<file path="config.mk">
export PLATFORM = sky130hd
export DESIGN_NAME = wb_boot_sys
export DESIGN_NICKNAME = d
export VERILOG_FILES = /design/src/design/wb_boot_pkg.sv /design/src/design/wb_boot_sys.sv /design/src/design/boot_copier.sv /design/src/design/wb_intercon.sv /design/src/design/wb_ram.sv /design/src/design/wb_rom.sv /design/src/design/sram_rom.sv
export SDC_FILE = /design/constraint.sdc
export NUM_CORES = 2
export LEC_CHECK = 0
export BUFFER_PORTS_ARGS = -buffer_cell sky130_fd_sc_hd__buf_2
export CORE_MARGIN = 3
export CORE_UTILIZATION = 40
export CTS_CLUSTER_DIAMETER = 150
export CTS_CLUSTER_SIZE = 30
export DETAILED_ROUTE_END_ITERATION = 8
export PLACE_DENSITY = 0.55
export SLEW_MARGIN = 20
export SYNTH_ARGS = -nofsm -noshare
export SYNTH_HDL_FRONTEND = slang
export SYNTH_SLANG_ARGS = --single-unit
</file>
<file path="constraint.sdc">
create_clock -name wb_clk_i -period 8.1 [get_ports wb_clk_i]
set_input_delay 0.405 -clock wb_clk_i [delete_from_list [all_inputs] [get_ports wb_clk_i]]
set_output_delay 0.405 -clock wb_clk_i [all_outputs]
set_load 0.05 [all_outputs]
</file>
<file path="src/rom_image.hex">
// boot image, one 32-bit word per line in hex.
// line n after these comments is word n, at rom byte address 4*n.
00000297
02028293
0002a303
0042a383
00638433
01c0006f
deadbeef
cafef00d
12345678
9abcdef0
0f1e2d3c
4b5a6978
87a5c3e1
ffffffff
80000001
7fffffff
a5a5a5a5
5a5a5a5a
00000000
13579bdf
2468ace0
fedcba98
76543210
01010101
10101010
c0ffee00
0badf00d
feedface
11223344
55667788
99aabbcc
ddeeff00

</file>
<file path="src/design/wb_boot_pkg.sv">
// ====================================================================
// shared types and address map for the boot subsystem.
// wishbone classic only; no tags, no burst fields.
// rom sits at byte 0, ram at 0x0001_0000 (bit 16 picks the region).
// any address with a bit above bit 16 set is unmapped.
// ====================================================================

package wb_boot_pkg;

  // master request bundle.
  typedef struct packed {
    logic [31:0] adr;  // byte address.
    logic [31:0] dat;  // write data.
    logic [3:0]  sel;  // byte lanes.
    logic        we;
    logic        cyc;
    logic        stb;
  } wb_req_t;

  // slave response bundle.
  typedef struct packed {
    logic [31:0] dat;  // read data, valid with ack.
    logic        ack;
    logic        err;
  } wb_rsp_t;

  // boot copier fsm states.
  typedef enum logic [1:0] {
    CP_IDLE  = 2'd0,
    CP_READ  = 2'd1,
    CP_WRITE = 2'd2,
    CP_DONE  = 2'd3
  } copier_state_e;

  // address map.
  localparam logic [31:0] ROM_BASE       = 32'h0000_0000;
  localparam logic [31:0] RAM_BASE       = 32'h0001_0000;
  localparam int          REGION_SEL_BIT = 16;

endpackage
</file>
<file path="src/design/wb_boot_sys.sv">
// ====================================================================
// boot subsystem top: copier, interconnect, rom and ram.
// host port is a plain wishbone classic master port.
// host accesses stall while busy_o is high.
// keep COPY_WORDS <= ROM_WORDS and COPY_WORDS <= RAM_WORDS.
// ====================================================================
`timescale 1ns/1ps

module wb_boot_sys #(
  parameter int ROM_WORDS  = 32,
  parameter int RAM_WORDS  = 64,
  parameter int COPY_WORDS = 16
) (
  input  logic                 wb_clk_i,
  input  logic                 wb_rst_i,
  input  logic                 start_i,     // kicks off the copy.
  input  wb_boot_pkg::wb_req_t host_req_i,
  output wb_boot_pkg::wb_rsp_t host_rsp_o,
  output logic                 busy_o,
  output logic                 done_o,
  output logic [31:0]          checksum_o
);

  wb_boot_pkg::wb_req_t cpu_req;  // copier side.
  wb_boot_pkg::wb_rsp_t cpu_rsp;
  wb_boot_pkg::wb_req_t rom_req;
  wb_boot_pkg::wb_rsp_t rom_rsp;
  wb_boot_pkg::wb_req_t ram_req;
  wb_boot_pkg::wb_rsp_t ram_rsp;

  boot_copier #(
    .COPY_WORDS (COPY_WORDS)
  ) u_copier (
    .wb_clk_i   (wb_clk_i),
    .wb_rst_i   (wb_rst_i),
    .start_i    (start_i),
    .busy_o     (busy_o),
    .done_o     (done_o),
    .checksum_o (checksum_o),
    .req_o      (cpu_req),
    .rsp_i      (cpu_rsp)
  );

  wb_intercon u_intercon (
    .wb_clk_i      (wb_clk_i),
    .wb_rst_i      (wb_rst_i),
    .cpu_req_i     (cpu_req),
    .cpu_rsp_o     (cpu_rsp),
    .host_req_i    (host_req_i),
    .host_rsp_o    (host_rsp_o),
    .copier_busy_i (busy_o),  // grant follows the copy.
    .rom_req_o     (rom_req),
    .rom_rsp_i     (rom_rsp),
    .ram_req_o     (ram_req),
    .ram_rsp_i     (ram_rsp)
  );

  wb_rom #(
    .ROM_WORDS (ROM_WORDS)
  ) u_rom (
    .wb_clk_i (wb_clk_i),
    .wb_rst_i (wb_rst_i),
    .req_i    (rom_req),
    .rsp_o    (rom_rsp)
  );

  wb_ram #(
    .RAM_WORDS (RAM_WORDS)
  ) u_ram (
    .wb_clk_i (wb_clk_i),
    .wb_rst_i (wb_rst_i),
    .req_i    (ram_req),
    .rsp_o    (ram_rsp)
  );

endmodule

</file>
<file path="src/design/boot_copier.sv">
// ====================================================================
// boot copier, wishbone classic master.
// copies COPY_WORDS words rom -> ram, one read then one write each.
// checksum is the 32-bit wrapping sum of the words read.
// a start_i pulse is only taken when idle or done.
// COPY_WORDS must not exceed the rom or ram size.
// ====================================================================
`timescale 1ns/1ps

module boot_copier #(
  parameter int COPY_WORDS = 16
) (
  input  logic                 wb_clk_i,
  input  logic                 wb_rst_i,
  input  logic                 start_i,
  output logic                 busy_o,
  output logic                 done_o,
  output logic [31:0]          checksum_o,
  output wb_boot_pkg::wb_req_t req_o,
  input  wb_boot_pkg::wb_rsp_t rsp_i
);

  localparam int CW = $clog2(COPY_WORDS + 1);  // word counter width.

  wb_boot_pkg::copier_state_e state_q;

  logic [CW-1:0] idx_q;       // current word.
  logic [31:0]   data_q;      // word held between read and write.
  logic [31:0]   checksum_q;
  logic          done_q;
  logic          last_word;
  logic          is_write;
  logic [31:0]   byte_off;    // 4 * idx.

  assign last_word = (idx_q == CW'(COPY_WORDS - 1));
  assign is_write  = (state_q == wb_boot_pkg::CP_WRITE);
  assign byte_off  = 32'(idx_q) << 2;

  // fsm, counter, latch and checksum.
  always_ff @(posedge wb_clk_i or posedge wb_rst_i) begin
    if (wb_rst_i) begin
      state_q    <= wb_boot_pkg::CP_IDLE;
      idx_q      <= '0;
      data_q     <= '0;
      checksum_q <= '0;
      done_q     <= 1'b0;
    end else begin
      case (state_q)
        wb_boot_pkg::CP_IDLE, wb_boot_pkg::CP_DONE: begin
          if (start_i) begin  // fresh run.
            state_q    <= wb_boot_pkg::CP_READ;
            idx_q      <= '0;
            checksum_q <= '0;
            done_q     <= 1'b0;
          end
        end
        wb_boot_pkg::CP_READ: begin
          if (rsp_i.ack) begin
            data_q     <= rsp_i.dat;
            checksum_q <= checksum_q + rsp_i.dat;  // wraps mod 2^32.
            state_q    <= wb_boot_pkg::CP_WRITE;
          end
        end
        wb_boot_pkg::CP_WRITE: begin
          if (rsp_i.ack) begin
            if (last_word) begin
              state_q <= wb_boot_pkg::CP_DONE;
              done_q  <= 1'b1;  // held until next start.
            end else begin
              idx_q   <= idx_q + 1'b1;
              state_q <= wb_boot_pkg::CP_READ;
            end
          end
        end
        default: state_q <= wb_boot_pkg::CP_IDLE;
      endcase
    end
  end

  assign busy_o     = (state_q == wb_boot_pkg::CP_READ) | is_write;
  assign done_o     = done_q;
  assign checksum_o = checksum_q;

  // request follows the state, held stable until ack.
  always_comb begin
    req_o.cyc = busy_o;
    req_o.stb = busy_o;
    req_o.we  = is_write;
    req_o.sel = 4'hF;  // whole words only.
    req_o.dat = data_q;
    req_o.adr = (is_write ? wb_boot_pkg::RAM_BASE : wb_boot_pkg::ROM_BASE) + byte_off;
  end

endmodule

</file>
<file path="src/design/wb_intercon.sv">
// ====================================================================
// two-master, two-slave wishbone classic interconnect.
// the copier owns the bus while busy; the host owns it otherwise.
// host requests during the copy get no reply and must wait.
// unmapped addresses get a registered one-cycle err.
// ====================================================================
`timescale 1ns/1ps

module wb_intercon (
  input  logic                 wb_clk_i,
  input  logic                 wb_rst_i,
  // copier master.
  input  wb_boot_pkg::wb_req_t cpu_req_i,
  output wb_boot_pkg::wb_rsp_t cpu_rsp_o,
  // external host master.
  input  wb_boot_pkg::wb_req_t host_req_i,
  output wb_boot_pkg::wb_rsp_t host_rsp_o,
  input  logic                 copier_busy_i,  // grant to the copier.
  // rom slave.
  output wb_boot_pkg::wb_req_t rom_req_o,
  input  wb_boot_pkg::wb_rsp_t rom_rsp_i,
  // ram slave.
  output wb_boot_pkg::wb_req_t ram_req_o,
  input  wb_boot_pkg::wb_rsp_t ram_rsp_i
);

  wb_boot_pkg::wb_req_t own_req;  // request of the current owner.
  wb_boot_pkg::wb_rsp_t own_rsp;  // reply routed back to it.

  logic own_strobe;
  logic unmapped;   // some bit above the region bit set.
  logic hit_ram;
  logic hit_rom;
  logic err_q;

  // ownership.
  assign own_req    = copier_busy_i ? cpu_req_i : host_req_i;
  assign own_strobe = own_req.cyc & own_req.stb;

  // region decode.
  assign unmapped = |own_req.adr[31:wb_boot_pkg::REGION_SEL_BIT+1];
  assign hit_ram  = ~unmapped & own_req.adr[wb_boot_pkg::REGION_SEL_BIT];
  assign hit_rom  = ~unmapped & ~own_req.adr[wb_boot_pkg::REGION_SEL_BIT];

  // slaves see the request, but only the addressed one sees cyc/stb.
  always_comb begin
    rom_req_o     = own_req;
    rom_req_o.cyc = own_req.cyc & hit_rom;
    rom_req_o.stb = own_req.stb & hit_rom;
    ram_req_o     = own_req;
    ram_req_o.cyc = own_req.cyc & hit_ram;
    ram_req_o.stb = own_req.stb & hit_ram;
  end

  // unmapped err, one cycle, then low for at least one.
  always_ff @(posedge wb_clk_i or posedge wb_rst_i) begin
    if (wb_rst_i) begin
      err_q <= 1'b0;
    end else begin
      err_q <= own_strobe & unmapped & ~err_q;
    end
  end

  // response mux, addr is stable until the reply so decode holds.
  always_comb begin
    if (unmapped) begin
      own_rsp = '{dat: 32'h0, ack: 1'b0, err: err_q};
    end else if (hit_ram) begin
      own_rsp = ram_rsp_i;
    end else begin
      own_rsp = rom_rsp_i;
    end
  end

  // the master without the grant sees all zero.
  assign cpu_rsp_o  = copier_busy_i ? own_rsp : '0;
  assign host_rsp_o = copier_busy_i ? '0 : own_rsp;

endmodule

</file>
<file path="src/design/wb_ram.sv">
// ====================================================================
// wishbone classic slave ram, 32-bit words, byte-lane writes.
// every request acks one cycle after strobe; err is never raised.
// contents are undefined after power up, reset does not clear them.
// address bits above the ram size alias back onto the array.
// ====================================================================
`timescale 1ns/1ps

module wb_ram #(
  parameter int RAM_WORDS = 64
) (
  input  logic                 wb_clk_i,
  input  logic                 wb_rst_i,
  input  wb_boot_pkg::wb_req_t req_i,
  output wb_boot_pkg::wb_rsp_t rsp_o
);

  localparam int AW = $clog2(RAM_WORDS);

  logic [31:0]   mem [RAM_WORDS];
  logic [31:0]   rd_dat_q;  // read data, valid with ack.
  logic          ack_q;
  logic          accept;
  logic [AW-1:0] word_idx;

  assign accept   = req_i.cyc & req_i.stb & ~ack_q;  // gap of one after ack.
  assign word_idx = req_i.adr[AW+1:2];

  // control.
  always_ff @(posedge wb_clk_i or posedge wb_rst_i) begin
    if (wb_rst_i) begin
      ack_q <= 1'b0;
    end else begin
      ack_q <= accept;
    end
  end

  // array and read data.
  always_ff @(posedge wb_clk_i) begin
    if (accept) begin
      if (req_i.we) begin
        for (int b = 0; b < 4; b++) begin
          if (req_i.sel[b]) begin
            mem[word_idx][8*b +: 8] <= req_i.dat[8*b +: 8];  // lane b only.
          end
        end
      end else begin
        rd_dat_q <= mem[word_idx];
      end
    end
  end

  assign rsp_o = '{dat: rd_dat_q, ack: ack_q, err: 1'b0};

endmodule

</file>
<file path="src/design/wb_rom.sv">
// ====================================================================
// wishbone classic slave wrapping the boot rom.
// reads ack one cycle after strobe; writes get err, never ack.
// address bits above the rom size alias back onto the array.
// ====================================================================
`timescale 1ns/1ps

module wb_rom #(
  parameter int ROM_WORDS = 32
) (
  input  logic                 wb_clk_i,
  input  logic                 wb_rst_i,
  input  wb_boot_pkg::wb_req_t req_i,
  output wb_boot_pkg::wb_rsp_t rsp_o
);

  localparam int AW = $clog2(ROM_WORDS);  // word index width.

  logic          ack_q;
  logic          err_q;
  logic          accept;    // new request this cycle.
  logic [AW-1:0] word_idx;
  logic [31:0]   rom_dat;

  // a request is taken only while no reply is out, so one reply each.
  assign accept   = req_i.cyc & req_i.stb & ~ack_q & ~err_q;
  assign word_idx = req_i.adr[AW+1:2];  // byte to word address.

  sram_rom #(
    .DEPTH (ROM_WORDS)
  ) u_rom (
    .wb_clk_i (wb_clk_i),
    .en_i     (accept & ~req_i.we),  // data lands with the ack.
    .addr_i   (word_idx),
    .dat_o    (rom_dat)
  );

  always_ff @(posedge wb_clk_i or posedge wb_rst_i) begin
    if (wb_rst_i) begin
      ack_q <= 1'b0;
      err_q <= 1'b0;
    end else begin
      ack_q <= accept & ~req_i.we;  // read.
      err_q <= accept & req_i.we;   // write to rom is refused.
    end
  end

  assign rsp_o = '{dat: rom_dat, ack: ack_q, err: err_q};

endmodule

</file>
<file path="src/design/sram_rom.sv">
// ====================================================================
// synchronous-read rom, 32-bit words.
// contents come from rom_image.hex in the run directory.
// DEPTH should be a power of two; the file may hold fewer words.
// ====================================================================
`timescale 1ns/1ps

module sram_rom #(
  parameter int DEPTH = 32
) (
  input  logic                     wb_clk_i,
  input  logic                     en_i,    // read enable.
  input  logic [$clog2(DEPTH)-1:0] addr_i,  // word index.
  output logic [31:0]              dat_o
);

  logic [31:0] mem [DEPTH];  // image array.

  // image loaded once at elaboration.
  initial begin
    $readmemh("/design/src/rom_image.hex", mem);
  end

  // output only moves when enabled, holds otherwise.
  always_ff @(posedge wb_clk_i) begin
    if (en_i) begin
      dat_o <= mem[addr_i];
    end
  end

endmodule

</file>
* After elaboration in Yosys (flattened, before gate mapping) *
Memories as Yosys holds them, arrays and structs flattened. A register that Yosys moved wholly into a read port is not among the register bits.
Index checks and enable logic that the tools add are counted.

word-level totals
  bits in registers = 108
  latch bits = 0
  bits in writable memories = 2,048
  bits in read-only memories = 0
  input port bits = 74
  word-level logic and storage cells = 96
  memories kept = 1

cells by class
  add/subtract/negate cells = 3
  $mul = 0
  divide/modulo/power cells = 0
  order comparisons = 0
  eq/ne operators = 9
  shift-type cells = 0
  mux-type cells = 38
  bitwise gates (word level) = 24
  reduce and logical (&&, ||, !) cells = 11

memory list
  name       depth  bits a word  rd ports  clocked after memory_dff  write ports  line          text
  u_ram.mem  64     32           1         1                         1            wb_ram.sv:20  logic [31:0] mem [RAM_WORDS];

operator list
  operator                                        number
  two-way mux 34 bit                              4
  two-way mux 71 bit                              1
  two-way mux 32 bit                              2
  case mux 32 bit (2 select lines)                1
  adder 32 bit                                    1
  adder 32 x 7 -> 32 bit                          1
  two-way mux 1 bit                               19
  two-way mux 17 bit                              1
  bitwise AND 1 bit                               16
  two-way mux 5 bit                               3
  OR reduction 15 bit                             1
  case mux 5 bit (2 select lines)                 1
  two-way mux 2 bit                               4
  inequality test 2 bit (second input constant)   4
  AND reduction 4 bit                             2
  NOT 1 bit                                       7
  case mux 2 bit (3 select lines)                 1
  AND reduction 3 bit                             2
  adder 5 x 1 -> 5 bit (second input constant)    1
  == test 5 x 4 -> 1 bit (second input constant)  1
  == test 2 bit (second input constant)           2
  AND reduction 2 bit                             2
  nonzero test 2 bit                              2
  == test 2 x 1 -> 1 bit (second input constant)  1
  other kinds (5)                                 5

* Logic depth before layout (Yosys ltp) *
  depth after elaboration = 13
  depth in mapped cells = 18

* Cells and area by module *
A second synthesis with hierarchy kept.

unflattened totals
  cell total of the unflattened synthesis = 5,557
  area total of the unflattened synthesis = 87,380.1 sq um

by module, submodules not included
  module       instances  cells each  area an instance (sq um)  seq. area each (sq um)
  wb_ram       1          4,722       79,732.7                  62,484.9
  boot_copier  1          460         4,574.4                   1,801.7
  wb_intercon  1          334         2,728.9                   25.0
  sram_rom     1          33          244.0                     0.0
  wb_rom       1          8           100.1                     50.0

* Worst setup path after synthesis *
No wires, ideal clock.

  path kind = reg2reg
  start = register u_copier.state_q[0]
  end = register u_copier.checksum_q[19], in the netlist u_copier.checksum_o[19]
  library setup time = 122 ps
  arrival = 3,674 ps
  data required time = 7,978 ps
  path slack = 4,305 ps
  stages on the path, launching flop included = 19
  path through = dfrtp_1 > inv_1 > ha_1 > buf_6 > buf_6 > nor2b_1 > clkbuf_1 > clkbuf_1 > and2_1 > ha_1 > buf_6 > a2111oi_2 > o21ai_1 > nand4_2 > a21oi_2 > o311a_1 > o21a_1 > or3_1 > a32o_1

RTL lines
  what                    line               text
  from (decl)             boot_copier.sv:25  wb_boot_pkg::copier_state_e state_q;
  from (signal assigned)  boot_copier.sv:42  state_q <= wb_boot_pkg::CP_IDLE;
  from (signal assigned)  boot_copier.sv:51  state_q <= wb_boot_pkg::CP_READ;
  from (signal assigned)  boot_copier.sv:61  state_q <= wb_boot_pkg::CP_WRITE;
  to (signal assigned)    boot_copier.sv:60  checksum_q <= checksum_q + rsp_i.dat;
  to (decl)               boot_copier.sv:29  logic [31:0] checksum_q;

* Worst setup path in the final report *
  start = register u_copier.state_q[0]
  end = register u_ram.rd_dat_q[15] (read register of u_ram.mem), data pin

on the way
  cells in the longest elaborated chain, start to end = 11

RTL lines
  what                                  line                                  text
  == test 2 bit                         boot_copier.sv:36                     assign is_write = (state_q == wb_boot_pkg::CP_WRITE);
  two-way mux 17 bit                    boot_copier.sv:91                     req_o.adr = (is_write ? wb_boot_pkg::RAM_BASE : wb_boot_pkg::ROM_BASE) + byte_off;
  adder 32 x 7 -> 32 bit                boot_copier.sv:91
  two-way mux 71 bit (*)                wb_intercon.sv:37                     assign own_req = copier_busy_i ? cpu_req_i : host_req_i;
  OR reduction 15 bit                   wb_intercon.sv:41                     assign unmapped = |own_req.adr[31:wb_boot_pkg::REGION_SEL_BIT+1];
  NOT 1 bit                             wb_intercon.sv:42                     assign hit_ram = ~unmapped & own_req.adr[wb_boot_pkg::REGION_SEL_BIT];
  bitwise AND 1 bit                     wb_intercon.sv:42
  bitwise AND 1 bit (on tied branches)  wb_intercon.sv:51, wb_intercon.sv:52
  bitwise AND 1 bit (2 in a row)        wb_ram.sv:26                          assign accept = req_i.cyc & req_i.stb & ~ack_q;
  AND reduction 2 bit (no source line)  -
  to (decl)                             wb_ram.sv:21                          logic [31:0] rd_dat_q;

Mark *: on every way between the ends. The rest lies on a longest branch, timed or not.
A chain may end at the register's enable or synchronous reset.

==> results.yml <==
synthesis:
  seq_area_frac_synth: 0.784
  syn-cell-area_sq_mm: 0.0820
  yosys_register_bits: 2156
  synth_top_cell_area_share: 0.761
  postSynth.asyncResetShare: 0.0353
  yosysTopAreaCell: "edfxtp_1"
  synth_fp_nets: 4897
  synth_most_common_cell: "edfxtp_1"
  synth.avg_cell_area_sq_um: 17.1
  synth_area_leaders: "edfxtp_1 (76%), a22oi_1 (6.8%), dfrtp_1 (2.3%), a22o_1 (1.6%), nor3_1 (1.4%)"
  ys.flop_type: "edfxtp_1"
  synth_edf_count: 2080
  yosys_warnings: 0
  synthTopCellsByCount: "edfxtp_1 (2080), a22oi_1 (739), nor3_1 (237), buf_2 (158), a22o_1 (154)"
  synthDistinctLibCells: 82
  synthCells: 4786
global_routing:
  grt.total_usage: 0.226
  grt_remaining_overflow: 0
  grt_max_degree: 88
  grt_pass1_vias: 46100
  grt_pass1_wl_microns: 346000
  antenna_found_initial: 14
worst_setup_path:
  crit_end: "u_ram.rd_dat_q[15]"
  critPathLaunchType: "flop"
  crit-reg2reg-launch: "u_copier.state_q[0]"
  crit_arrival_ns: 5.76
  worstPathRequired_ns: 8.59
  cp-end-kind: "flop"
  cp-startpoint: "u_copier.state_q[0]"
  worst-path-max-fanout: 62
  worst_r2r_path_depth: 11
  rrSetupSlack_ns: 2.83
  reg2reg_to: "u_ram.rd_dat_q[15]"
  worst-setup-path-type: "reg -> reg"
timing:
  clock_skew_ns: 0.0475
  relSlewSlack: 0.196
  finalSetupViolCount: 0
  rsz0062_at_grt: "false"
  fin_crit_ns: 5.27
  finalMaxSlewViolations: 0
  max_freq_mhz: 190
  hold_viol_final: 0
  totalNegativeSetupSlack_ns: 0
  timing.final.crit_share: 0.651
  worst_pin_slew_ns: 1.21
cts:
  cts_tree: "built"
  cts_buffer_depth: 3
  clkLatencyLatePin_ns: 0.77
  h-tree-depth: 3
  cts_made_buffers: 81
  cts-root-buf: "clkbuf_16"
  cts.sinks: 2156
  clk_pin_slew_ns: 0.12
route:
  drt_iter0_drc: 6211
  vias: 47600
  drc: 0
  vias_per_cell: 6.23
  ant_nets: 0
  wl_per_cell_microns: 31.9
  dr.pass1.iters: 6
  drt-total-wl_microns: 244000
finish:
  multi_input_area_sq_mm: 0.0164
  ff_latch_area_sq_mm: 0.0644
  nFillCells: 17700
  layout-drive-gt1-share: 0.131
  synthToLayoutAreaGrowth_pct: 9.16
  nNetsFinal: 5051
job:
  maxCapViolCount: 0
placement:
  place_congestion: 0.827
  port_buffers: 131
  dp_hpwl_microns: 138000
pwr:
  peakVddDrop_mv: 0.296
  pwr_density_cell_mw_per_mm2: 305
  total_power_mw: 27.4
  p_leak_nw: 27.6
floorplan:
  design.core.area_sq_mm: 0.203
  io_pins: 142
  chipWidth_microns: 459
  initial_core_util: 0.404
  rows: 165
  die_height_microns: 459
  dieArea_sq_mm: 0.211
outcome:
  status: "completed"
hold_path:
  hp-class: "in -> async"
## sequential cells by signal, indices dropped and copies added (netlist names)
register	flops
u_copier.checksum_o	32
u_copier.data_q	32
u_copier.done_o	1
u_copier.idx_q	5
u_copier.state_q	2
u_intercon.err_q	1
u_ram.ack_q	1
u_ram.mem	2048
u_ram.rd_dat_q	32
u_rom.ack_q	1
u_rom.err_q	1
## worst min path at each step
| stage | startpoint | to | slack [ns] | cells after the start |
|---|---|---|---|---|
| final | wb_rst_i | u_copier.idx_q[0] | 0.06 | 3 |
| after global routing | wb_rst_i | u_copier.idx_q[0] | 0.05 | 3 |
| after CTS | wb_rst_i | u_copier.idx_q[0] | 0.01 | 3 |
| after detailed placement | wb_rst_i | u_copier.state_q[0] | 0.30 | 2 |
| after global placement | wb_rst_i | u_copier.state_q[0] | 0.29 | 2 |
| after floorplan | u_intercon.err_q | u_intercon.err_q | 0.41 | 1 |
## where the power goes
part	switching (mW)	internal [mW]
logic	6.39	1.95
registers	0.105	13.7
clock network	3.28	1.95
total	9.77	17.6
## critical path, cell delays in order, from the launching register on
cell	delay (ns)
dfrtp_1	0.42
inv_1	0.09
ha_4	0.86
mux2i_4	0.52
buf_4	0.53
a21oi_4	0.21
buf_4	0.40
a22oi_1	0.24
a41oi_1	0.23
or4_1	0.73
nor4_1	0.56
o21ai_1	0.13
## area by class of cell
| class | count | area share |
|---|---|---|
| clock buffers | 106 | 0.0242 |
| well taps | 2672 | 0.0373 |
| diodes | 3 | 0.0000838 |
| flip-flops and latches | 2156 | 0.719 |
| inverters | 15 | 0.000657 |
| repair buffers | 432 | 0.0349 |
| multi-input cells | 2254 | 0.183 |
| clock inverters | 6 | 0.00108 |
## cells by family (layout without fill, tap and decap cells)
group                    after synthesis  after routing  synth area share
flip-flops                          2156           2156             0.784
AND/OR/NAND/NOR                      633            633            0.0390
XOR/XNOR                              22             22           0.00235
other                                  0              3                 0
buffers and inverters                376            559            0.0216
multiplexers                          37             37           0.00522
adder cells (fa/ha/maj)               37             37           0.00573
AO/OA/AOI/OAI                       1525           1525             0.142
## routing by layer
metal | GRT usage | routed length, microns
met1 | 0.323 | 103000
met2 | 0.362 | 114000
met3 | 0.0368 | 21600
met4 | 0.0576 | 5860
met5 | 0 | 41
## layout by cell type, fill, tap and decap left out, types with 25 or more instances in the layout
cell type / instances
edfxtp_1: 2080
a22oi_1: 737
buf_4: 280
nor3_1: 190
a22o_1: 154
buf_2: 131
nand2_1: 126
a221oi_1: 111
a41oi_1: 96
o21ai_0: 94
a31oi_1: 94
clkbuf_16: 83
dfrtp_1: 76
and2_1: 66
nor2_1: 65
a21oi_1: 54
nor3_2: 47
a222oi_1: 46
ha_1: 35
mux2_2: 31
nor4_1: 29
nand4_1: 25
## metrics by stage
stage               instance area (sq um)  utilization  hold slack [ns]  cells  worst slack (ns)
finish                              89600        0.441           0.0642   7644              2.83
CTS                                 89600        0.441          0.00983   7641              2.82
floorplan                           82000            -            0.407   4786              4.30
global placement                    87200        0.429            0.293   7523              2.90
global route                        89600        0.441           0.0506   7642              2.65
detailed placement                  87200        0.429            0.295   7524              2.85
## timing repair
action | in CTS | in global routing
hold buffers | 5 | 0
setup buffers | 0 | 0
gates resized for setup | 0 | 0
endpoints found under the hold margin | 11 | 0
setup endpoints to repair | 0 | 0
(Power assumes the default switching activity.)
